$ cat src/rtl/mem_bridge_pkg.sv
`default_nettype none

package mem_bridge_pkg;

    // The ADDR register is one 32-bit CSR, so no access can reach beyond this
    localparam int MAX_ADDR_W = 32;

    typedef logic [MAX_ADDR_W-1:0] mem_addr_t;
    typedef logic [63:0]           mem_data_t;
    typedef logic [7:0]            byte_mask_t;

    typedef logic [7:0]  axil_addr_t;
    typedef logic [31:0] axil_data_t;
    typedef logic [3:0]  axil_strb_t;
    typedef logic [1:0]  axil_resp_t;

    localparam axil_resp_t RESP_OKAY = 2'b00;

    typedef enum logic [1:0] {
        WIDTH_8  = 2'd0,
        WIDTH_16 = 2'd1,
        WIDTH_32 = 2'd2,
        WIDTH_64 = 2'd3
    } access_width_e;

    typedef enum logic [2:0] {
        CMD_WRITE = 3'd0,
        CMD_READ  = 3'd1
    } app_cmd_e;

    typedef struct packed {
        mem_addr_t     addr;
        access_width_e width;
        mem_data_t     wdata;
    } mem_req_t;

    // A set mask bit leaves that byte of the burst unchanged in memory
    typedef struct packed {
        mem_data_t  data;
        byte_mask_t mask;
        logic       wren;
        logic       data_end;
    } app_wdf_t;

    typedef struct packed {
        mem_data_t data;
        logic      valid;
        logic      data_end;
    } app_rd_t;

    localparam axil_addr_t REG_ADDR     = 8'h00;
    localparam axil_addr_t REG_CTRL     = 8'h04;
    localparam axil_addr_t REG_WDATA_LO = 8'h08;
    localparam axil_addr_t REG_WDATA_HI = 8'h0C;
    localparam axil_addr_t REG_RDATA_LO = 8'h10;
    localparam axil_addr_t REG_RDATA_HI = 8'h14;

    // Bit positions inside CTRL
    localparam int CTRL_WIDTH_LSB = 0;
    localparam int CTRL_WIDTH_MSB = 1;
    localparam int CTRL_START_RD  = 4;
    localparam int CTRL_START_WR  = 5;
    localparam int CTRL_BUSY      = 8;
    localparam int CTRL_DONE      = 9;

    function automatic int width_bytes(access_width_e width);
        return 1 << int'(width);
    endfunction

endpackage

`default_nettype wire
$ cat src/rtl/app_sequencer.sv
`default_nettype none

module app_sequencer
    import mem_bridge_pkg::*;
#(
    parameter int MEM_ADDR_W = 28
) (
    input  wire logic             ui_clk,
    input  wire logic             ui_clk_sync_rst,

    input  wire mem_req_t         req,
    input  wire logic             start_rd,
    input  wire logic             start_wr,
    output logic                  complete,

    output logic [MEM_ADDR_W-2:0] app_addr,
    output app_cmd_e              app_cmd,
    output logic                  app_en,
    input  wire logic             app_rdy,
    output app_wdf_t              app_wdf,
    input  wire logic             app_wdf_rdy,
    input  wire app_rd_t          app_rd,

    output logic                  beat_sel,
    input  wire mem_data_t        beat_data,
    input  wire byte_mask_t       beat_mask
);

    typedef enum logic [2:0] {
        IDLE,
        CMD_WR,
        WDATA_FIRST,
        WDATA_SECOND,
        CMD_RD,
        RD_WAIT
    } state_e;

    state_e     state;
    logic       wdf_load;
    logic       rd_last;
    mem_data_t  wdf_data;
    byte_mask_t wdf_mask;
    logic       wdf_wren;
    logic       wdf_end;

    // The app port addresses 16-bit units, so bit 0 only steers the lanes
    assign app_addr = req.addr[MEM_ADDR_W-1:1];

    // The packer shows the beat that is loaded next
    assign beat_sel = (state == WDATA_FIRST);

    // Capture strobe for the outgoing write beat
    assign wdf_load = (state == CMD_WR && app_rdy) || (state == WDATA_FIRST && app_wdf_rdy);

    assign rd_last = app_rd.valid && app_rd.data_end;

    assign app_wdf = '{data: wdf_data, mask: wdf_mask, wren: wdf_wren, data_end: wdf_end};

    always_ff @(posedge ui_clk) begin
        if (wdf_load) begin
            wdf_data <= beat_data;
            wdf_mask <= beat_mask;
        end
    end

    always_ff @(posedge ui_clk) begin
        if (ui_clk_sync_rst) begin
            state    <= IDLE;
            app_en   <= 1'b0;
            app_cmd  <= CMD_WRITE;
            wdf_wren <= 1'b0;
            wdf_end  <= 1'b0;
            complete <= 1'b0;
        end else begin
            complete <= 1'b0;
            case (state)
                IDLE: begin
                    if (start_wr) begin
                        app_en  <= 1'b1;
                        app_cmd <= CMD_WRITE;
                        state   <= CMD_WR;
                    end else if (start_rd) begin
                        app_en  <= 1'b1;
                        app_cmd <= CMD_READ;
                        state   <= CMD_RD;
                    end
                end
                // Write data only starts once the command queue has taken the command
                CMD_WR: begin
                    if (app_rdy) begin
                        app_en   <= 1'b0;
                        wdf_wren <= 1'b1;
                        state    <= WDATA_FIRST;
                    end
                end
                WDATA_FIRST: begin
                    if (app_wdf_rdy) begin
                        wdf_end <= 1'b1;
                        state   <= WDATA_SECOND;
                    end
                end
                WDATA_SECOND: begin
                    if (app_wdf_rdy) begin
                        wdf_wren <= 1'b0;
                        wdf_end  <= 1'b0;
                        complete <= 1'b1;
                        state    <= IDLE;
                    end
                end
                CMD_RD: begin
                    if (app_rdy) begin
                        app_en <= 1'b0;
                        // Both beats can already be back by the time the command is taken
                        if (rd_last) begin
                            complete <= 1'b1;
                            state    <= IDLE;
                        end else begin
                            state <= RD_WAIT;
                        end
                    end
                end
                RD_WAIT: begin
                    if (rd_last) begin
                        complete <= 1'b1;
                        state    <= IDLE;
                    end
                end
                default: state <= IDLE;
            endcase
        end
    end

    assert property (@(posedge ui_clk) disable iff (ui_clk_sync_rst)
        app_en && !app_rdy |=> app_en)
        else $error("app_en dropped before app_rdy");

    assert property (@(posedge ui_clk) disable iff (ui_clk_sync_rst)
        app_wdf.wren && !app_wdf_rdy |=> $stable(app_wdf))
        else $error("app_wdf changed while the beat was stalled");

endmodule

`default_nettype wire

$ cat config.mk
export PLATFORM = sky130hd
export DESIGN_NAME = app_sequencer
export DESIGN_NICKNAME = d
export VERILOG_FILES = /design/src/rtl/mem_bridge_pkg.sv /design/src/rtl/app_sequencer.sv
export SDC_FILE = /design/constraint.sdc
export NUM_CORES = 1
export LEC_CHECK = 0
export BUFFER_PORTS_ARGS = -buffer_cell sky130_fd_sc_hd__buf_2
export CORE_AREA = 2 2 136 138
export CTS_BUF_LIST = sky130_fd_sc_hd__clkbuf_4 sky130_fd_sc_hd__clkbuf_8 sky130_fd_sc_hd__clkbuf_16
export CTS_CLUSTER_SIZE = 20
export DETAILED_ROUTE_END_ITERATION = 10
export DIE_AREA = 0 0 138 140
export PLACE_DENSITY_LB_ADDON = 0.05
export SYNTH_ARGS = -nofsm -noshare
export SYNTH_HDL_FRONTEND = slang
export SYNTH_SLANG_ARGS = --single-unit
$ cat constraint.sdc
create_clock -name ui_clk -period 12.3 [get_ports ui_clk]
set_clock_uncertainty 0.15 [all_clocks]
set_input_delay 2.46 -clock ui_clk [delete_from_list [all_inputs] [get_ports ui_clk]]
set_output_delay 2.46 -clock ui_clk [all_outputs]
set_load 0.03 [all_outputs]
Yosys cells after proc, flatten, opt, wreduce, memory -nomap -nowiden
Cells that the tools add are included.
{"block": "totals", "regBits": 82, "input_bits": 242, "output_inout_bits": 107}
{"block": "op_classes", "eq_ne": 12, "muxes": 24, "reduce_logical": 15}
{"cell": "2-to-1 mux 3 bit", "n": 10}
{"cell": "case mux 3 bit (6 select lines)", "n": 1}
{"cell": "!= test 2 bit (second input constant)", "n": 5}
{"cell": "2-to-1 mux 1 bit", "n": 9}
{"cell": "AND reduction 3 bit", "n": 3}
{"cell": "nonzero test 2 bit", "n": 4}
{"cell": "== test 3 x 2 -> 1 bit (second input constant)", "n": 2}
{"cell": "== test 3 bit (second input constant)", "n": 2}
{"cell": "case mux 1 bit (2 select lines)", "n": 3}
{"cell": "AND reduction 6 bit", "n": 1}
{"cell": "== test 3 x 1 -> 1 bit (second input constant)", "n": 1}
{"cell": "logical AND 1 bit", "n": 3}
{"cell": "zero test 3 bit", "n": 1}
{"cell": "!= test 3 bit (second input constant)", "n": 1}
{"cell": "case mux 1 bit (3 select lines)", "n": 1}
{"cell": "!= test 2 x 1 -> 1 bit (second input constant)", "n": 1}
{"cell": "AND reduction 2 bit", "n": 1}
{"cell": "OR reduction 2 bit", "n": 1}
{"cell": "logical OR 1 bit", "n": 1}

Logic depth before layout (Yosys ltp)
{"block": "logic_depth", "word_depth": 4, "depth_mapped": 4}

Worst setup path before layout
No wires, ideal clock.
{"block": "synth_timing", "path_type": "input to register", "from": "input app_rdy", "to": "register wdf_data[0] (enable)", "setup_time_ns": 0.526, "arrival_time_ns": 6.189, "t_required_ns": 11.624, "slack_ns": 5.436, "stages": 3, "cell_sequence": "nor2b_1 > nand2_1 > a21oi_1"}
{"block": "synth_via", "elab_chain_len": 2}
{"element": "start, declared", "line": "app_sequencer.sv:19", "rtl": "input wire logic app_rdy,"}
{"element": "logical AND 1 bit", "line": "app_sequencer.sv:53", "rtl": "assign wdf_load = (state == CMD_WR && app_rdy) || (state == WDATA_FIRST && app_wdf_rdy);"}
{"element": "logical OR 1 bit", "line": "app_sequencer.sv:53"}
{"element": "net wdf_load", "line": "app_sequencer.sv:39", "rtl": "logic wdf_load;"}
{"element": "end signal, assigned", "line": "app_sequencer.sv:61", "rtl": "wdf_data <= beat_data;"}
{"element": "end, declared", "line": "app_sequencer.sv:41", "rtl": "mem_data_t wdf_data;"}
The timed path passes the listed nets, and every way through them passes these cells.
A chain may end at the register's enable or synchronous reset.

Worst setup path after layout
{"block": "layout_timing", "from": "input req[93] (netlist bit)", "to": "output app_addr[26]"}
{"element": "start, declared", "line": "app_sequencer.sv:11", "rtl": "input wire mem_req_t req,"}
{"element": "end, declared", "line": "app_sequencer.sv:16", "rtl": "output logic [MEM_ADDR_W-2:0] app_addr,"}
No word-level cell between the ends.

==> flow_metrics.py <==
metrics = {
    "yosys": {
        "synth_area_leaders": "edfxtp_1 75%, buf_4 8.1%, dfxtp_1 5.6%",
        "synth_top_family_by_area": "buffers and inverters",
        "avgSynthCellArea_um2": 18.2,
        "netlist_top_cells_count": "72 x edfxtp_1, 31 x buf_4, 8 x dfxtp_1",
        "synth_compound_area_share_pct": 4.34,
        "seq_area_frac_synth_pct": 80.6,
        "synth_async_sr_flop_share_pct": 0,
        "ys_warn_count": 0,
        "synth_mux_area_share_pct": 0,
        "synthCells": 158,
        "synth_area_um2": 2880,
        "synth.most_common_cell": "edfxtp_1",
        "ys_ff_latch": 80,
        "synth_cell_types": 34,
        "synthAdderAreaFrac_pct": 0,
        "synth_edf_count": 72,
        "synth_top_area_share_pct": 75.0,
        "yosys_most_used_dff": "edfxtp_1",
        "synthSimpleGateAreaFrac_pct": 4.82,
        "synthXorXnorAreaFrac_pct": 0.304,
        "synth_largest_area_cell": "edfxtp_1",
    },
    "global_route": {
        "grt_antenna_before_repair": 0,
        "overflow": 0,
        "grt_util_met3_pct": 3.38,
        "grt_pass1_wl_um": 10600,
        "grt_max_degree": 73,
        "grt_use_total_pct": 7.46,
        "met1_usage_pct": 9.36,
        "grt-busiest-layer": "met2",
        "grtUsageMet2_pct": 10.5,
        "grt_pass1_vias": 1767,
    },
    "power_and_ir_drop": {
        "power.density_nw_per_um2": 182,
        "p_leak_nw": 1.60,
        "vdd_ir_drop_max_mv": 0.0569,
    },
    "sta": {
        "hold_viol": 0,
        "fin_hold_ws_ns": 0.327,
        "rsz0062_at_grt": "no",
        "finalSetupTns_ns": 0,
        "period_needed_ns": 5.07,
        "tightest_slew_ns": 0.957,
        "finalMaxSlewViolations": 0,
        "finalCritPeriodShare_pct": 41.2,
        "max_freq_mhz": 197,
        "slew_headroom_pct": 36.2,
        "worst_slack_ns": 7.23,
        "setup_viol": 0,
    },
    "floorplan": {
        "die_x_um": 138,
        "core_area_um2": 17800,
        "fp.dieArea_um2": 19300,
        "io_pins": 349,
        "initial_core_util_pct": 16.2,
        "rows": 49,
        "die_y_um": 140,
    },
    "routing": {
        "vias": 1812,
        "drt-total-wl_um": 7300,
        "postRouteAntennaNets": 0,
        "wl_per_cell_um": 13.9,
        "drc": 0,
        "routed_via_density": 3.44,
        "first_pass_iters": 4,
        "drt-initial-drc-count": 109,
    },
    "clock_tree": {
        "clock-root-buffer": "clkbuf_16",
        "cts_hold_buf": 0,
        "post_cts_resized": 0,
        "cts.sinks": 80,
        "path_clk_slew_ns": 0.06,
        "cts_tree": "done",
        "clk_latency_ns": 0.33,
        "h-tree-depth": 3,
        "cts_setup_buffers": 0,
        "cts_made_buffers": 9,
        "cts_max_path_buffers": 2,
    },
    "critical_path": {
        "worstPathMaxFanout": 1,
        "critPathRequiredTime_ns": 9.69,
        "critPathKind": "in2out",
        "end_kind": "primary output",
        "crit_arrival_ns": 2.46,
        "setup.worst_path.start_class": "input pin",
    },
    "finish": {
        "diodes": 0,
        "layout.nets": 535,
        "drive_above_1_share_pct": 59.4,
        "layout-area-overhead-vs-synth_pct": 39.4,
    },
    "placement": {
        "hpwl_um": 5200,
        "routabilityCongestion": 0.675,
        "pre_cts_ws_ns": 7.23,
        "io_buffers": 157,
    },
    "job": {
        "cap_violations": 0,
    },
    "worst_hold_path": {
        "hold_path.class": "reg2reg",
    },
    "status": {
        "status": "completed",
    },
}
==> where the power goes <==
| part | leakage, nW | switching (mW) | internal [mW] |
|---|---|---|---|
| clock network | 0.153 | 0.103 | 0.180 |
| registers | 0.726 | 0.0102 | 0.327 |
| logic | 0.722 | 0.0777 | 0.0313 |
| total | 1.60 | 0.191 | 0.539 |
==> final cells by class <==
type / count / area [um2]
clock inverters: 5 / 71.3
inverters: 3 / 11.3
flip-flops and latches: 80 / 2320
well taps: 229 / 287
repair buffers: 158 / 793
multi-input cells: 41 / 292
fillers: 1934 / 13800
clock buffers: 11 / 240
==> sequential cells by signal, indices dropped and copies added (netlist names) <==
register	count
wdf_data	64
wdf_mask	8
state	3
app_cmd	1
app_en	1
complete	1
wdf_end	1
wdf_wren	1
==> final timing paths <==
kind	from	slack, ns	end	depth (start not counted)
worst max-delay path	req[93]	7.23	app_addr[26]	0
worst min register to register	app_en	0.33	app_en	2
worst max register to register	state[1]	9.84	wdf_data[28]	3
worst min-delay path	app_en	0.33	app_en	2
==> metal layers <==
metal / part of all wire [%] / vias to the layer above / wire length, um
li1: - / 828 / -
met1: 44 / 844 / 3200
met2: 44 / 117 / 3210
met3: 9.5 / 23 / 694
met4: 2.7 / 0 / 197
met5: 0 / - / 0
==> metrics by stage <==
stage | std cells | power [mW] | utilization (%) | instance area (um2)
floorplan | 159 | 0.434 | - | 2890
global placement | 511 | 0.457 | 20.8 | 3700
detailed placement | 511 | 0.455 | 20.8 | 3700
CTS | 527 | 0.748 | 22.6 | 4020
global route | 527 | 0.764 | 22.6 | 4020
finish | 527 | 0.730 | 22.6 | 4020
==> cells by family (layout without fill, tap and decap cells) <==
logic type      Yosys count  count (layout)
flops                    80              80
compound gates           17              17
buf+inv                  38             177
other cells               1               2
xor+xnor                  1               1
simple gates             21              21
==> placed cells by master, fill, tap and decap left out, drive strengths merged, types with 2 or more instances in the layout <==
cell type and instances:
buf 158, edfxtp 72, clkbuf 11, dfxtp 8, nor3 4, a21oi 4
nand2 3, inv 3, clkinv 3, nor2b 3, nor2 2, nand3b 2
a211oi 2, o21ai 2, conb 2, bufinv 2, nor4 2
Power figures use the tool's default switching activity.
