`config.mk`:
```
export PLATFORM = sky130hd
export DESIGN_NAME = axil_csr
export DESIGN_NICKNAME = d
export VERILOG_FILES = /design/src/rtl/mem_bridge_pkg.sv /design/src/rtl/axil_csr.sv
export SDC_FILE = /design/constraint.sdc
export NUM_CORES = 1
export LEC_CHECK = 0
export BUFFER_PORTS_ARGS = -buffer_cell sky130_fd_sc_hd__buf_2
export CAP_MARGIN = 30
export CORE_UTILIZATION = 40
export DETAILED_ROUTE_END_ITERATION = 10
export PLACE_DENSITY = 0.81
export REMOVE_ABC_BUFFERS = 1
export SYNTH_ARGS = -nofsm -noshare
export SYNTH_HDL_FRONTEND = slang
export SYNTH_SLANG_ARGS = --single-unit
```
`constraint.sdc`:
```
create_clock -name ui_clk -period 4.27 [get_ports ui_clk]
set_input_delay 0.6405 -clock ui_clk [delete_from_list [all_inputs] [get_ports ui_clk]]
set_output_delay 0.6405 -clock ui_clk [all_outputs]
set_load 0.01 [all_outputs]
```
`src/rtl/mem_bridge_pkg.sv`:
```
`default_nettype none

package mem_bridge_pkg;

    // The ADDR register is one 32-bit CSR, so no access can reach beyond this
    localparam int MAX_ADDR_W = 32;

    typedef logic [MAX_ADDR_W-1:0] mem_addr_t;
    typedef logic [63:0]           mem_data_t;
    typedef logic [7:0]            byte_mask_t;

    typedef logic [7:0]  axil_addr_t;
    typedef logic [31:0] axil_data_t;
    typedef logic [3:0]  axil_strb_t;
    typedef logic [1:0]  axil_resp_t;

    localparam axil_resp_t RESP_OKAY = 2'b00;

    typedef enum logic [1:0] {
        WIDTH_8  = 2'd0,
        WIDTH_16 = 2'd1,
        WIDTH_32 = 2'd2,
        WIDTH_64 = 2'd3
    } access_width_e;

    typedef enum logic [2:0] {
        CMD_WRITE = 3'd0,
        CMD_READ  = 3'd1
    } app_cmd_e;

    typedef struct packed {
        mem_addr_t     addr;
        access_width_e width;
        mem_data_t     wdata;
    } mem_req_t;

    // A set mask bit leaves that byte of the burst unchanged in memory
    typedef struct packed {
        mem_data_t  data;
        byte_mask_t mask;
        logic       wren;
        logic       data_end;
    } app_wdf_t;

    typedef struct packed {
        mem_data_t data;
        logic      valid;
        logic      data_end;
    } app_rd_t;

    localparam axil_addr_t REG_ADDR     = 8'h00;
    localparam axil_addr_t REG_CTRL     = 8'h04;
    localparam axil_addr_t REG_WDATA_LO = 8'h08;
    localparam axil_addr_t REG_WDATA_HI = 8'h0C;
    localparam axil_addr_t REG_RDATA_LO = 8'h10;
    localparam axil_addr_t REG_RDATA_HI = 8'h14;

    // Bit positions inside CTRL
    localparam int CTRL_WIDTH_LSB = 0;
    localparam int CTRL_WIDTH_MSB = 1;
    localparam int CTRL_START_RD  = 4;
    localparam int CTRL_START_WR  = 5;
    localparam int CTRL_BUSY      = 8;
    localparam int CTRL_DONE      = 9;

    function automatic int width_bytes(access_width_e width);
        return 1 << int'(width);
    endfunction

endpackage

`default_nettype wire
```
`src/rtl/axil_csr.sv`:
```
`default_nettype none

module axil_csr
    import mem_bridge_pkg::*;
#(
    parameter int MEM_ADDR_W = 28
) (
    input  wire logic       ui_clk,
    input  wire logic       ui_clk_sync_rst,

    input  wire axil_addr_t s_awaddr,
    input  wire logic       s_awvalid,
    output logic            s_awready,
    input  wire axil_data_t s_wdata,
    input  wire axil_strb_t s_wstrb,
    input  wire logic       s_wvalid,
    output logic            s_wready,
    output axil_resp_t      s_bresp,
    output logic            s_bvalid,
    input  wire logic       s_bready,
    input  wire axil_addr_t s_araddr,
    input  wire logic       s_arvalid,
    output logic            s_arready,
    output axil_data_t      s_rdata,
    output axil_resp_t      s_rresp,
    output logic            s_rvalid,
    input  wire logic       s_rready,

    output mem_req_t        req,
    output logic            start_rd,
    output logic            start_wr,
    input  wire logic       complete,
    input  wire mem_data_t  rdata
);

    // Bytes above the supported address range always read back as zero
    localparam mem_addr_t ADDR_MASK = mem_addr_t'((64'd1 << MEM_ADDR_W) - 64'd1);

    logic          wr_fire;
    logic          rd_fire;
    logic          start_req;
    logic          busy;
    logic          done;
    mem_addr_t     addr_q;
    access_width_e width_q;
    mem_data_t     wdata_q;
    axil_data_t    rd_value;

    function automatic axil_data_t merge_strb(axil_data_t old_val, axil_data_t new_val,
                                              axil_strb_t strb);
        axil_data_t result;
        result = old_val;
        for (int i = 0; i < 4; i++) begin
            if (strb[i]) begin
                result[8*i +: 8] = new_val[8*i +: 8];
            end
        end
        return result;
    endfunction

    // Address and data are taken together, and only once the last response has gone
    assign wr_fire   = s_awvalid && s_wvalid && !s_bvalid;
    assign s_awready = wr_fire;
    assign s_wready  = wr_fire;
    assign s_arready = s_arvalid && !s_rvalid;
    assign rd_fire   = s_arready;
    assign s_bresp   = RESP_OKAY;
    assign s_rresp   = RESP_OKAY;

    // Start bits live in byte 0 of CTRL
    assign start_req = wr_fire && !busy && s_awaddr == REG_CTRL && s_wstrb[0]
                       && (s_wdata[CTRL_START_RD] || s_wdata[CTRL_START_WR]);

    assign req = '{addr: addr_q, width: width_q, wdata: wdata_q};

    always_ff @(posedge ui_clk) begin
        if (ui_clk_sync_rst) begin
            s_bvalid <= 1'b0;
        end else if (wr_fire) begin
            s_bvalid <= 1'b1;
        end else if (s_bready) begin
            s_bvalid <= 1'b0;
        end
    end

    always_ff @(posedge ui_clk) begin
        if (ui_clk_sync_rst) begin
            s_rvalid <= 1'b0;
        end else if (rd_fire) begin
            s_rvalid <= 1'b1;
        end else if (s_rready) begin
            s_rvalid <= 1'b0;
        end
    end

    always_comb begin
        rd_value = '0;
        case (s_araddr)
            REG_ADDR: rd_value = axil_data_t'(addr_q);
            REG_CTRL: begin
                rd_value[CTRL_WIDTH_MSB:CTRL_WIDTH_LSB] = width_q;
                rd_value[CTRL_BUSY]                     = busy;
                rd_value[CTRL_DONE]                     = done;
            end
            REG_WDATA_LO: rd_value = wdata_q[31:0];
            REG_WDATA_HI: rd_value = wdata_q[63:32];
            REG_RDATA_LO: rd_value = rdata[31:0];
            REG_RDATA_HI: rd_value = rdata[63:32];
            default:      rd_value = '0;
        endcase
    end

    always_ff @(posedge ui_clk) begin
        if (rd_fire) begin
            s_rdata <= rd_value;
        end
    end

    // The request is frozen for as long as an access is running
    always_ff @(posedge ui_clk) begin
        if (ui_clk_sync_rst) begin
            addr_q  <= '0;
            width_q <= WIDTH_8;
        end else if (wr_fire && !busy) begin
            if (s_awaddr == REG_ADDR) begin
                addr_q <= merge_strb(addr_q, s_wdata, s_wstrb) & ADDR_MASK;
            end
            if (s_awaddr == REG_CTRL && s_wstrb[0]) begin
                width_q <= access_width_e'(s_wdata[CTRL_WIDTH_MSB:CTRL_WIDTH_LSB]);
            end
        end
    end

    always_ff @(posedge ui_clk) begin
        if (wr_fire && !busy) begin
            case (s_awaddr)
                REG_WDATA_LO: wdata_q[31:0]  <= merge_strb(wdata_q[31:0], s_wdata, s_wstrb);
                REG_WDATA_HI: wdata_q[63:32] <= merge_strb(wdata_q[63:32], s_wdata, s_wstrb);
                default: ;
            endcase
        end
    end

    always_ff @(posedge ui_clk) begin
        if (ui_clk_sync_rst) begin
            busy     <= 1'b0;
            done     <= 1'b0;
            start_rd <= 1'b0;
            start_wr <= 1'b0;
        end else begin
            start_rd <= 1'b0;
            start_wr <= 1'b0;
            if (start_req) begin
                busy     <= 1'b1;
                done     <= 1'b0;
                // A write wins when both start bits are set
                start_wr <= s_wdata[CTRL_START_WR];
                start_rd <= !s_wdata[CTRL_START_WR];
            end else if (complete) begin
                busy <= 1'b0;
                done <= 1'b1;
            end
        end
    end

    // The sequencer only finishes an access that was started here
    assert property (@(posedge ui_clk) disable iff (ui_clk_sync_rst) complete |-> busy)
        else $error("complete pulse while no access is busy");

endmodule

`default_nettype wire

```
# ---- Word-level counts from Yosys, hierarchy flattened
# Cells that the tools add are included.
dict set report totals {
  ff_bits 132
  in_bits 124
  out_inout_bits 141
  elab_cells 72
}
dict set report op_classes {
  eq_ne 8
  mux 10
  bitwise_logic 1
  reduce_logical 33
}
# operator count
set op_table {}
lappend op_table {{one-hot mux 22 bit (5 select lines)} 1}
lappend op_table {{AND reduction 3 bit} 12}
lappend op_table {{equality test 8 x 4 -> 1 bit (second input constant)} 4}
lappend op_table {{one-hot mux 6 bit (5 select lines)} 1}
lappend op_table {{one-hot mux 2 bit (6 select lines)} 2}
lappend op_table {{equality test 8 x 3 -> 1 bit (second input constant)} 2}
lappend op_table {{equality test 8 x 5 -> 1 bit (second input constant)} 2}
lappend op_table {{logical NOT 8 bit} 2}
lappend op_table {{logical AND 1 bit} 8}
lappend op_table {{two-way mux 1 bit} 6}
lappend op_table {{nonzero test 2 bit} 3}
lappend op_table {{logical NOT 1 bit} 4}
lappend op_table {{OR reduction 2 bit} 2}
lappend op_table {{AND reduction 2 bit} 1}
lappend op_table {{logical OR 1 bit} 1}
lappend op_table {{NOT 1 bit} 1}

# ---- Longest topological paths before layout
dict set report logic_depth {
  word_depth 8
  depth_mapped 6
  ltp_nobuf 3
}

# ---- Worst setup path before layout
# OpenSTA, ideal clock, no wires.
dict set report synth_timing {
  path_kind {input -> output}
  start {input port s_arvalid}
  end {output port s_arready}
  arrival_ns 2.213
  required_ns 3.629
  setup_slack_ns 1.416
  stages 1
  n_path_buf 0
  path_cell_list {nor2b_1}
}
dict set report synth_via {
  elab_chain_len 1
}
# item line_no
set synth_rtl {}
lappend synth_rtl {{from (decl)} axil_csr.sv:22} ;# input wire logic s_arvalid,
lappend synth_rtl {{logical AND 1 bit} axil_csr.sv:65} ;# assign s_arready = s_arvalid && !s_rvalid;
lappend synth_rtl {{to (decl)} axil_csr.sv:23} ;# output logic s_arready,
# No other way between the ends.

# ---- Worst setup path in the final report
dict set report layout_timing {
  start {input port s_araddr[2]}
  end {register s_rdata[9], data pin}
}
dict set report layout_via {
  elab_chain_len 2
  elab_cells_between_ends 7
  classes_between {eq/ne: 5; mux: 1; reduce/logical: 1}
}
# item line_no
set layout_rtl {}
lappend layout_rtl {{from (decl)} axil_csr.sv:21} ;# input wire axil_addr_t s_araddr,
lappend layout_rtl {{equality test 8 x 5 -> 1 bit, or another cell as far along} axil_csr.sv:98} ;# case (s_araddr)
lappend layout_rtl {{one-hot mux 2 bit (6 select lines) (*)} axil_csr.sv:98}
lappend layout_rtl {{via rd_value[9]} axil_csr.sv:47} ;# axil_data_t rd_value;
lappend layout_rtl {{to (signal assigned)} axil_csr.sv:115} ;# s_rdata <= rd_value;
lappend layout_rtl {{to (decl)} axil_csr.sv:24} ;# output axil_data_t s_rdata,
# Mark *: on every way through the listed nets, which the timed path passes. The rest lies on a longest branch.
# A chain may end at the register's enable or synchronous reset.

==> flow_summary.ini <==
[detailed_routing]
viasPerCell = 5.27
final_antenna_net_count = 0
route.detailed.drc = 20
drt-initial-drc-count = 271
drtPass1Iterations = 9
wire_per_inst_um = 19.4
routed_wirelength_um = 17300
vias = 4709

[synth]
syn_avg_cell_area_um2 = 13.6
synth_edf_count = 96
mappedNetlistArea_um2 = 6080
yosys.cell_count.top_type = edfxtp_1
ys_seq_area_share_pct = 59.3
synthTopCellsByCount = edfxtp_1, mux2i_1, nand2b_1
synthTopCellsByArea = edfxtp_1, mux2i_1, dfxtp_1
ys.flop_type = edfxtp_1
ys_types = 43
synth_seq_cells = 132
synth_top_cell_area_share_pct = 47.4
yosysTopAreaCell = edfxtp_1
synth_cells = 448
async_flop_share_pct = 0
yosys_warnings = 0

[clock_network]
postCtsSetupRepairBufs = 0
cts_root_buffer = clkbuf_16
cts_resized = 0
cts_tree = built
cts-buffers-inserted = 17
cts-hold-fix-buffers = 0
clock_latency_ns = 0.42
clk_pin_slew_worst_paths_ns = 0.06
cts_sinks = 132
htree_levels = 4
cts_buffer_depth = 2

[worst_setup_path]
critPathRequiredTime_ns = 4.55
path_class = input pin to flip-flop
endpoint_kind = flip-flop
r2r_start = busy
crit_top_cell = buf_4
rrSetupSlack_ns = 1.87
worst-endpoint-arrival_ns = 2.95
cp_slowest_stage_delay_ns = 0.86
cp-start-kind = input pin
regToRegEndpoint = wdata_q[26]
crit_path_max_fanout = 53
slowest_stage = or4_1
path_cells = buf_4 -> or4_1 -> buf_4 -> nor3_1 -> a221o_1
r2r_cells = 3

[pwr]
power_frac_seq_pct = 45.9
p_comb_share_pct = 7.6
clkPwrFrac_pct = 46.5
p_sw_share_pct = 21.5
p_leak_nw = 3.40
p_per_area_nw_per_um2 = 378
peakVddDrop_uv = 249
internal_power_w = 0.00239
p_sw_w = 0.000656

[timing]
setup_tns_ns = 0
hold_violations = 0
fmax_ghz = 0.375
setup_violations = 0
tightest_slew_ns = 1.01
slew_violations = 0
period_share_pct = 62.5
period_needed_ns = 2.67
finClkSkew_ns = 0.00722
rsz0062_at_grt = no
max_slew_margin_pct = 32.1

[outcome]
outcome = finished, violations left
violations = design-rule violations

[global_route]
gr-total-overflow = 0
grt_start_max_net_pins = 66
grt_usage_pct = 22.4
grt_pass1_vias = 4618
antenna_found_initial = 1
grt_pass1_wl_um = 26000

[finish]
nNetsFinal = 820
final_cells = 893
fillers = 1253
area_delta_synth_final_pct = 32.5
layout-drive-gt1-share_pct = 44.3
antennaDiodeCount = 0
final_util_pct = 54.8

[worst_hold_path]
min_path_type = input pin to flip-flop
hold_depth = 2
holdCritStartpoint = s_rready
hold-path-endpoint = s_rvalid

[placed_design]
numPortBuffers = 256
dp_hpwl_um = 12600
dp.cells = 861
place.gp.congestion = 0.759

[floorplan]
num_rows = 44
ios = 265
dieArea_um2 = 15700
start_util_pct = 41.4
die_h_um = 125
core_um2 = 14700
die_w_um = 125

[run]
drv_cap = 0
==> per-stage QoR <==
stage | hold WS (ns) | worst slack [ns] | power (W) | cell area [um2]
global placement | 0.471 | 1.23 | 0.00165 | 7470
detailed placement | 0.475 | 1.22 | 0.00166 | 7470
finish | 0.413 | 1.60 | 0.00305 | 8050
global route | 0.398 | 1.48 | 0.00315 | 8050
floorplan | 0.494 | 1.42 | 0.00152 | 5900
CTS | 0.386 | 1.67 | 0.00307 | 8050
==> per-layer routing <==
layer / GRT usage [%] / up-vias / part of all wire [%]
li1: - / 2191 / -
met1: 26.4 / 2284 / 41
met2: 38.4 / 213 / 50
met3: 7.06 / 21 / 7.2
met4: 7.75 / 0 / 1.7
met5: 0 / - / 0
==> cell families after synthesis <==
logic type | count (synthesis) | synth area share [%]
AOI/OAI and AO/OA | 61 | 7.94
other | 1 | 0.0617
DFF | 132 | 59.3
and+or+nand+nor | 111 | 13.0
buffers and inverters | 49 | 3.89
muxes | 94 | 15.8
==> worst max path at each step <==
stage	startpoint	slack, ns	end
6_report	s_araddr[2]	1.60	s_rdata[9]
5_1_grt	s_araddr[2]	1.48	s_rdata[0]
4_1_cts	s_araddr[2]	1.67	s_rdata[12]
3_5_place_dp	s_araddr[2]	1.22	s_rdata[12]
3_3_place_gp	s_araddr[2]	1.23	s_rdata[8]
2_1_floorplan	s_arvalid	1.42	s_arready
==> area by class of cell <==
type / count / area [um2] / area share, %
tap: 184 / 230 / 2.86
inverter: 9 / 33.8 / 0.420
clock inverter: 11 / 108 / 1.34
clock buffer: 21 / 470 / 5.84
timing repair buffer: 262 / 1330 / 16.5
multi-input combinational: 274 / 2280 / 28.3
sequential: 132 / 3600 / 44.7
==> worst max-delay path: cells and delay by family <==
| kind | cells | cell delay [ns] |
|---|---|---|
| simple gates | 2 | 1.35 |
| compound gates | 1 | 0.26 |
| buf+inv | 2 | 0.68 |
==> power by group through the flow <==
stage	Clock, W	Combinational, W	Sequential [W]
4_1_cts	0.00144	0.000232	0.00140
3_5_place_dp	0	0.000231	0.00142
5_1_grt	0.00150	0.000250	0.00140
2_1_floorplan	0	0.0000824	0.00144
3_3_place_gp	0	0.000228	0.00142
6_report	0.00142	0.000231	0.00140
==> flip-flops by register name (all words and copies together), names as in the netlist <==
| register | flops |
|---|---|
| start_wr | 1 |
| busy | 1 |
| done | 1 |
| addr_q | 28 |
| s_bvalid | 1 |
| width_q | 2 |
| s_rvalid | 1 |
| wdata_q | 64 |
| s_rdata | 32 |
| start_rd | 1 |
==> cells in the final DEF, fill, tap and decap left out, types with 2 or more instances in the layout <==
cell        instances
inv_1               9
conb_1              8
mux2i_1            88
and2_1              9
clkinv_2            5
nor4_4              4
clkbuf_16          17
clkinv_1            2
or4b_1              2
nand3b_1            2
bufinv_16           2
a22o_1             17
clkinvlp_4          2
nor3_1              6
o32a_1              8
buf_4               7
a221o_1             5
clkbuf_8            3
o22ai_1            26
or4b_2              3
or3b_2              2
buf_2             255
nor2_1              4
nand2b_1           59
mux2_2              5
dfxtp_1            36
nor4_1              4
or4_4               3
edfxtp_1           96
Power figures use the tool's default switching activity.
