`src/rtl/mem_bridge_pkg.sv`:
```
`default_nettype none

package mem_bridge_pkg;

    // The ADDR register is one 32-bit CSR, so no access can reach beyond this
    localparam int MAX_ADDR_W = 32;

    typedef logic [MAX_ADDR_W-1:0] mem_addr_t;
    typedef logic [63:0]           mem_data_t;
    typedef logic [7:0]            byte_mask_t;

    typedef logic [7:0]  axil_addr_t;
    typedef logic [31:0] axil_data_t;
    typedef logic [3:0]  axil_strb_t;
    typedef logic [1:0]  axil_resp_t;

    localparam axil_resp_t RESP_OKAY = 2'b00;

    typedef enum logic [1:0] {
        WIDTH_8  = 2'd0,
        WIDTH_16 = 2'd1,
        WIDTH_32 = 2'd2,
        WIDTH_64 = 2'd3
    } access_width_e;

    typedef enum logic [2:0] {
        CMD_WRITE = 3'd0,
        CMD_READ  = 3'd1
    } app_cmd_e;

    typedef struct packed {
        mem_addr_t     addr;
        access_width_e width;
        mem_data_t     wdata;
    } mem_req_t;

    // A set mask bit leaves that byte of the burst unchanged in memory
    typedef struct packed {
        mem_data_t  data;
        byte_mask_t mask;
        logic       wren;
        logic       data_end;
    } app_wdf_t;

    typedef struct packed {
        mem_data_t data;
        logic      valid;
        logic      data_end;
    } app_rd_t;

    localparam axil_addr_t REG_ADDR     = 8'h00;
    localparam axil_addr_t REG_CTRL     = 8'h04;
    localparam axil_addr_t REG_WDATA_LO = 8'h08;
    localparam axil_addr_t REG_WDATA_HI = 8'h0C;
    localparam axil_addr_t REG_RDATA_LO = 8'h10;
    localparam axil_addr_t REG_RDATA_HI = 8'h14;

    // Bit positions inside CTRL
    localparam int CTRL_WIDTH_LSB = 0;
    localparam int CTRL_WIDTH_MSB = 1;
    localparam int CTRL_START_RD  = 4;
    localparam int CTRL_START_WR  = 5;
    localparam int CTRL_BUSY      = 8;
    localparam int CTRL_DONE      = 9;

    function automatic int width_bytes(access_width_e width);
        return 1 << int'(width);
    endfunction

endpackage

`default_nettype wire
```
`src/rtl/lane_packer.sv`:
```
`default_nettype none

module lane_packer
    import mem_bridge_pkg::*;
(
    input  wire logic      ui_clk,
    input  wire logic      ui_clk_sync_rst,

    input  wire mem_req_t  req,
    input  wire logic      beat_sel,
    output mem_data_t      beat_data,
    output byte_mask_t     beat_mask,

    input  wire app_rd_t   app_rd,
    output mem_data_t      rdata
);

    int        n_bytes;
    int        byte_ofs;
    mem_data_t rd_next;

    // Register byte carried by one lane of one beat, or -1 when that burst byte is unused.
    // Register byte 0 is the most significant one and lands on burst byte ofs.
    function automatic int reg_byte(logic beat, int lane, int ofs, int n);
        int k;
        k = 8 * int'(beat) + lane - ofs;
        if (k < 0 || k >= n) begin
            return -1;
        end
        return k;
    endfunction

    assign n_bytes  = width_bytes(req.width);
    assign byte_ofs = int'(req.addr[0]);

    always_comb begin
        int k;
        k         = 0;
        beat_data = '0;
        beat_mask = '1;
        for (int lane = 0; lane < 8; lane++) begin
            k = reg_byte(beat_sel, lane, byte_ofs, n_bytes);
            if (k >= 0) begin
                beat_data[8*lane +: 8] = req.wdata[8*(7-k) +: 8];
                beat_mask[lane]        = 1'b0;
            end
        end
    end

    // The first beat starts a fresh result and the second one adds its spill bytes
    always_comb begin
        int k;
        k       = 0;
        rd_next = app_rd.data_end ? rdata : '0;
        for (int lane = 0; lane < 8; lane++) begin
            k = reg_byte(app_rd.data_end, lane, byte_ofs, n_bytes);
            if (k >= 0) begin
                rd_next[8*(7-k) +: 8] = app_rd.data[8*lane +: 8];
            end
        end
    end

    always_ff @(posedge ui_clk) begin
        if (ui_clk_sync_rst) begin
            rdata <= '0;
        end else if (app_rd.valid) begin
            rdata <= rd_next;
        end
    end

    // The controller never flags the last beat without data behind it
    assert property (@(posedge ui_clk) disable iff (ui_clk_sync_rst)
        app_rd.data_end |-> app_rd.valid)
        else $error("app_rd end flag without valid");

endmodule

`default_nettype wire

```
`config.mk`:
```
export PLATFORM = sky130hd
export DESIGN_NAME = lane_packer
export DESIGN_NICKNAME = d
export VERILOG_FILES = /design/src/rtl/mem_bridge_pkg.sv /design/src/rtl/lane_packer.sv
export SDC_FILE = /design/constraint.sdc
export NUM_CORES = 1
export LEC_CHECK = 0
export BUFFER_PORTS_ARGS = -buffer_cell sky130_fd_sc_hd__buf_2
export CAP_MARGIN = 5
export CORE_MARGIN = 2
export CORE_UTILIZATION = 45
export CTS_BUF_LIST = sky130_fd_sc_hd__clkbuf_16
export CTS_CLUSTER_DIAMETER = 50
export DETAILED_ROUTE_END_ITERATION = 7
export GPL_TIMING_DRIVEN = 0
export PLACE_DENSITY = 0.79
export SYNTH_ARGS = -nofsm -noshare
export SYNTH_HDL_FRONTEND = slang
export SYNTH_SLANG_ARGS = --single-unit
```
`constraint.sdc`:
```
create_clock -name ui_clk -period 4.8 [get_ports ui_clk]
set_clock_uncertainty 0.2 [all_clocks]
set_input_delay 0.72 -clock ui_clk [delete_from_list [all_inputs] [get_ports ui_clk]]
set_output_delay 0.72 -clock ui_clk [all_outputs]
set_load 0.05 [all_outputs]
```
# Yosys cells after proc, flatten, opt, wreduce, memory -nomap -nowiden
# Index checks and enable logic that the tools add are counted.
op_classes:
  add_sub_neg: 54
  magnitude_cmp: 48
  n_shift: 25
  n_mux: 81
  n_reduce_logical: 16
ops:
  columns: ["operator", "count"]
  rows:
  - ["two-way mux 32 bit", 32]
  - ["two-way mux 64 bit", 9]
  - ["bitwise mux 64 bit", 8]
  - [">= comparator 32 x 1 -> 1 bit (second input constant)", 16]
  - ["variable shift 8 x 33 -> 64 bit (first input constant)", 8]
  - ["variable part select 64 x 32 -> 8 bit", 8]
  - ["variable part select 8 x 33 -> 64 bit", 8]
  - ["subtractor 4 x 29 -> 29 bit (first input constant)", 16]
  - [">= comparator 6 x 32 -> 1 bit", 14]
  - ["negator 32 -> 33 bit", 8]
  - ["< comparator 6 x 1 -> 1 bit (second input constant)", 14]
  - ["subtractor 5 x 1 -> 6 bit", 14]
  - [">= comparator 5 x 32 -> 1 bit", 2]
  - ["two-way mux 8 bit", 8]
  - ["adder 4 x 3 -> 5 bit (second input constant)", 8]
  - ["left shift 1 x 2 -> 32 bit (first input constant)", 1]
  - ["two-way mux 1 bit", 24]
  - ["adder 4 x 2 -> 5 bit (second input constant)", 4]
  - ["logical OR 1 bit", 16]
  - ["adder 4 x 1 -> 5 bit (second input constant)", 2]
  - ["< comparator 5 x 1 -> 1 bit (second input constant)", 2]
  - ["subtractor 4 x 1 -> 5 bit", 2]
totals:
  reg_bits: 64
  inputBits: 167
  output_inout_bits: 136
  wordCells: 225

# Logic depth before layout (Yosys ltp)
depth:
  word_depth: 24
  ltp_mapped: 21
  depth_no_buf: 19

# Least setup slack after synthesis
# No wires, ideal clock.
synth_path:
  kind: "input to register"
  startpoint: "input port req[66] (netlist name)"
  endpoint: "register rdata[61]"
  t_arrival_ns: 4.683
  setup_slack_ns: -0.199
  path_stages: 19
  path_buffers: 3
  cell_sequence: "buf_4 inv_1 ha_1 nor2b_1 o211ai_1 nor3_1 inv_1 ha_1 ha_1 nand2_1 ha_1 or4_1 nor3_2 nor3b_2 and4_1 buf_2 buf_2 a21oi_1 a22o_1"
synth_via:
  elab_chain_len: 24
  elab_cells_between_ends: 112
  cone_classes: "add/sub: 24; order compare: 24; shift: 16; mux: 40; reduce/logical: 8"
synth_rtl:
  columns: ["element", "line_no", "rtl"]
  rows:
  - ["start: declaration", "lane_packer.sv:9", "input wire mem_req_t req,"]
  - ["subtractor 4 x 1 -> 5 bit", "lane_packer.sv:26", "k = 8 * int'(beat) + lane - ofs;"]
  - [">= comparator 5 x 32 -> 1 bit / < comparator 5 x 1 -> 1 bit (equally long branches)", "lane_packer.sv:27", "if (k < 0 || k >= n) begin"]
  - ["logical OR 1 bit", "lane_packer.sv:27", null]
  - ["two-way mux 32 bit / two-way mux 1 bit (equally long branches)", "lane_packer.sv:27", null]
  - ["two-way mux 32 bit", "lane_packer.sv:30", "return k;"]
  - ["subtractor 4 x 29 -> 29 bit", "lane_packer.sv:58", "rd_next[8*(7-k) +: 8] = app_rd.data[8*lane +: 8];"]
  - ["negator 32 -> 33 bit", "lane_packer.sv:58", null]
  - ["variable part select 8 x 33 -> 64 bit / variable shift 8 x 33 -> 64 bit (equally long branches)", "lane_packer.sv:58", null]
  - ["(+8 left out)", null, null]
  - ["bitwise mux 64 bit", "lane_packer.sv:58", null]
  - ["two-way mux 64 bit", "lane_packer.sv:57", "if (k >= 0) begin"]
  - ["bitwise mux 64 bit", "lane_packer.sv:58", null]
  - ["two-way mux 64 bit", "lane_packer.sv:57", null]
  - ["bitwise mux 64 bit", "lane_packer.sv:58", null]
  - ["two-way mux 64 bit", "lane_packer.sv:57", null]
  - ["bitwise mux 64 bit", "lane_packer.sv:58", null]
  - ["two-way mux 64 bit *", "lane_packer.sv:57", null]
  - ["end signal: assignment", "lane_packer.sv:67", "rdata <= rd_next;"]
  - ["end: declaration", "lane_packer.sv:15", "output mem_data_t rdata"]
# Every way passes the cells marked *; elsewhere a longest branch is shown, timed or not.
# A chain may end at the register's enable or synchronous reset.

# Final worst setup path
layout_path:
  startpoint: "input port req[64] (netlist name)"
  endpoint: "register rdata[12]"
layout_via:
  elab_chain_len: 24
  elab_cells_between_ends: 97
  cone_classes: "add/sub: 16; order compare: 16; shift: 17; mux: 40; reduce/logical: 8"
layout_rtl:
  columns: ["element", "line_no", "rtl"]
  rows:
  - ["left shift 1 x 2 -> 32 bit *", "mem_bridge_pkg.sv:67", "return 1 << int'(width);"]
  - [">= comparator 5 x 32 -> 1 bit", "lane_packer.sv:27", null]
  - ["logical OR 1 bit", "lane_packer.sv:27", null]
  - ["two-way mux 32 bit / two-way mux 1 bit (equally long branches)", "lane_packer.sv:27", null]
  - ["two-way mux 32 bit", "lane_packer.sv:30", null]
  - ["subtractor 4 x 29 -> 29 bit", "lane_packer.sv:58", null]
  - ["negator 32 -> 33 bit", "lane_packer.sv:58", null]
  - ["variable part select 8 x 33 -> 64 bit / variable shift 8 x 33 -> 64 bit (equally long branches)", "lane_packer.sv:58", null]
  - ["(+8 left out)", null, null]
  - ["bitwise mux 64 bit", "lane_packer.sv:58", null]
  - ["two-way mux 64 bit", "lane_packer.sv:57", null]
  - ["bitwise mux 64 bit", "lane_packer.sv:58", null]
  - ["two-way mux 64 bit", "lane_packer.sv:57", null]
  - ["bitwise mux 64 bit", "lane_packer.sv:58", null]
  - ["two-way mux 64 bit", "lane_packer.sv:57", null]
  - ["bitwise mux 64 bit", "lane_packer.sv:58", null]
  - ["two-way mux 64 bit *", "lane_packer.sv:57", null]
# Marked as above.

==> results.json <==
{
  "holdWs_ns": 0.276,
  "numCtsBuffers": 9,
  "cp.required_ns": 4.79,
  "finalCritPeriodShare_pct": 97.2,
  "tightest_slew_ns": 1.07,
  "min_path_type": "reg2reg",
  "wl_mm": 34.1,
  "critPathKind": "in2reg",
  "setup_slack_ns": 0.136,
  "slew-limit-headroom_pct": 28.2,
  "syn2layout_area_growth_pct": 35.2,
  "dpl.hpwl_mm": 26.3,
  "synth_edf_count": 0,
  "clock_latency_ns": 0.33,
  "synth_cell_types": 76,
  "power_uw": 2370,
  "max_cap_violations": 0,
  "h-tree-depth": 3,
  "placementRows": 46,
  "critPathCaptureType": "register",
  "grt_pass1_wl_mm": 48.9,
  "clkTransAtPathRegs_ns": 0.06,
  "routedWlPerCell_um": 22.8,
  "largest_register_ffs": 64,
  "maxSlewViolCount": 0,
  "grt_max_degree": 13,
  "port_buffers": 263,
  "vias": 9625,
  "grt_antenna_before_repair": 5,
  "worstPathMaxFanout": 6,
  "start_kind": "input port",
  "critPathArrivalTime_ns": 4.65,
  "fp.dieH_um": 130,
  "root_buffer": "clkbuf_16",
  "initial_core_util_pct": 45.6,
  "async_reset_ff_share_pct": 0,
  "fp.dieW_um": 130,
  "dr.pass1.iters": 8,
  "place_area_mm2": 0.00885,
  "drtIter0Drc": 1281,
  "ys_seq_elements": 64,
  "status": "complete, but fails checks",
  "overflow": 0,
  "synth-seq-area-share_pct": 17.8,
  "first_global_vias": 8802,
  "core_mm2": 0.0158,
  "cts_hold_buffers": 0,
  "nFillCells": 1470,
  "grt_util_all_layers_pct": 37.7,
  "largestRegisters": "rdata (64)",
  "peakVddDrop_mv": 0.164,
  "power_leakage_uw": 0.00432,
  "io_pins": 303,
  "layout.nets": 1487,
  "avgSynthCellArea_um2": 7.50,
  "gp_congestion": 1.02,
  "clk_path_buf_depth": 2,
  "max_freq_mhz": 214,
  "cts_tree": "yes",
  "finalSetupViolCount": 0,
  "drcViolationCount": 13,
  "final_design_area_no_fill_mm2": 0.00972,
  "syn_area_mm2": 0.00719,
  "postSynthCellCount": 959,
  "vias_per_cell": 6.43,
  "dieArea_mm2": 0.0170,
  "dpl_worst_slack_ns": -0.934,
  "violations": "design-rule violations",
  "largest-register": "rdata",
  "layout_min_cycle_time_ns": 4.66,
  "final_hold_viol_count": 0,
  "power_density_mw_per_mm2": 244,
  "ant_nets": 0,
  "yosys_warnings": 0,
  "drive_above_1_share_pct": 31.7,
  "synthFlopType": "dfxtp_1",
  "cts_sinks": 64
}
layout by cell type, fill, tap and decap left out, types with 7 or more instances in the layout:
master / n
inv_1: 15
ha_1: 34
mux2i_1: 73
buf_2: 274
nand3_1: 21
and3_1: 8
a211oi_1: 17
o211ai_1: 25
o21ai_0: 36
nor3_1: 8
a31oi_1: 16
nand2b_1: 23
a221o_1: 19
clkbuf_16: 9
clkbuf_1: 40
a22oi_1: 8
a21oi_1: 30
o21ai_1: 19
buf_1: 9
buf_6: 9
buf_4: 34
ha_4: 8
a311oi_1: 7
o21bai_1: 7
nor2_1: 128
dfxtp_1: 64
a41oi_1: 7
a222oi_1: 23
nand4_1: 10
nand2_1: 118
a21o_1: 8
a22o_1: 13
nor2b_1: 10
a32oi_1: 8
path summary, 6_finish.rpt:
| path | cells past startpoint | start | to | slack (ns) |
|---|---|---|---|---|
| min reg2reg | 2 | rdata[28]$_SDFFE_PP0P_ | rdata[28]$_SDFFE_PP0P_ | 0.28 |
| min | 2 | rdata[28]$_SDFFE_PP0P_ | rdata[28]$_SDFFE_PP0P_ | 0.28 |
| max reg2reg | 5 | rdata[44]$_SDFFE_PP0P_ | rdata[44]$_SDFFE_PP0P_ | 3.31 |
| max | 20 | req[64] | rdata[12]$_SDFFE_PP0P_ | 0.14 |
critical path, cell delays in order:
cell and delay (ns):
buf_2 0.13, ha_1 0.20, inv_2 0.08, ha_1 0.25, buf_6 0.14, nand2b_4 0.10
o211ai_1 0.16, nor3_2 0.33, inv_2 0.12, ha_4 0.21, buf_4 0.14, nand2_1 0.09
ha_4 0.21, or4_4 0.52, nor3_4 0.16, nand3_1 0.20, nor3b_2 0.29, nand2_2 0.15
o211ai_1 0.30, a311oi_1 0.13
Yosys cell counts (all sizes together) (14+ instances only):
cell type | count | share of area [%]
a221o | 20 | 2.8
dfxtp | 64 | 18
o21ai | 56 | 3.9
mux2i | 73 | 10
nor3 | 14 | 1.3
inv | 22 | 1.1
a222oi | 23 | 3.2
clkbuf | 46 | 2.4
a31oi | 16 | 1.4
o211ai | 25 | 2.6
nor2 | 131 | 6.9
nand2b | 25 | 2.2
nand2 | 121 | 6.4
a211oi | 19 | 2.2
buf | 26 | 1.8
a21oi | 31 | 2.2
nand3 | 22 | 1.5
ha | 45 | 7.8
per-layer routing:
layer / vias up / part of all wire [%] / track usage (%)
li1: 4278 / - / -
met1: 4356 / 34 / 43.6
met2: 798 / 45 / 63.1
met3: 189 / 13 / 8.06
met4: 4 / 8.1 / 24.7
met5: - / 0.041 / 0
metrics by stage:
stage	instances	utilization [%]	TNS (ns)
finish	1498	61.6	0
global route	1498	61.6	-0.0851
CTS	1478	59.8	0
detailed placement	1443	56.1	-42.67
global placement	1442	56.1	-40.53
floorplan	963	-	0
power breakdown:
group          switching [uW]  internal [uW]  total (uW)
combinational             691            328        1020
clock                     272            508         780
sequential               20.9            554         575
layout make-up:
class	count	area, um^2	share of cell area, %
multi-input cells	805	5780	59.5
repair buffers	300	1600	16.4
flip-flops and latches	64	1280	13.2
plain buffers	72	353	3.63
well taps	216	270	2.78
clock buffers	9	225	2.32
clock inverters	7	119	1.22
inverters	22	86.3	0.888
diodes	3	7.51	0.0772
cell families after synthesis:
family / after synthesis / synth area share (%)
buf+inv: 94 / 5.39
fa+ha+maj: 46 / 8.11
compound gates: 291 / 31.6
xor+xnor: 3 / 0.365
other cells: 1 / 0.0521
simple gates: 386 / 26.3
flops: 64 / 17.8
mux: 74 / 10.3
repair_timing:
action,CTS,global route
buffers inserted,19,16
pin swaps,10,21
endpoints found under the hold margin,0,0
setup endpoints to repair,63,62
gates resized for setup,25,41
No activity file was read; power rests on OpenSTA's default activity.
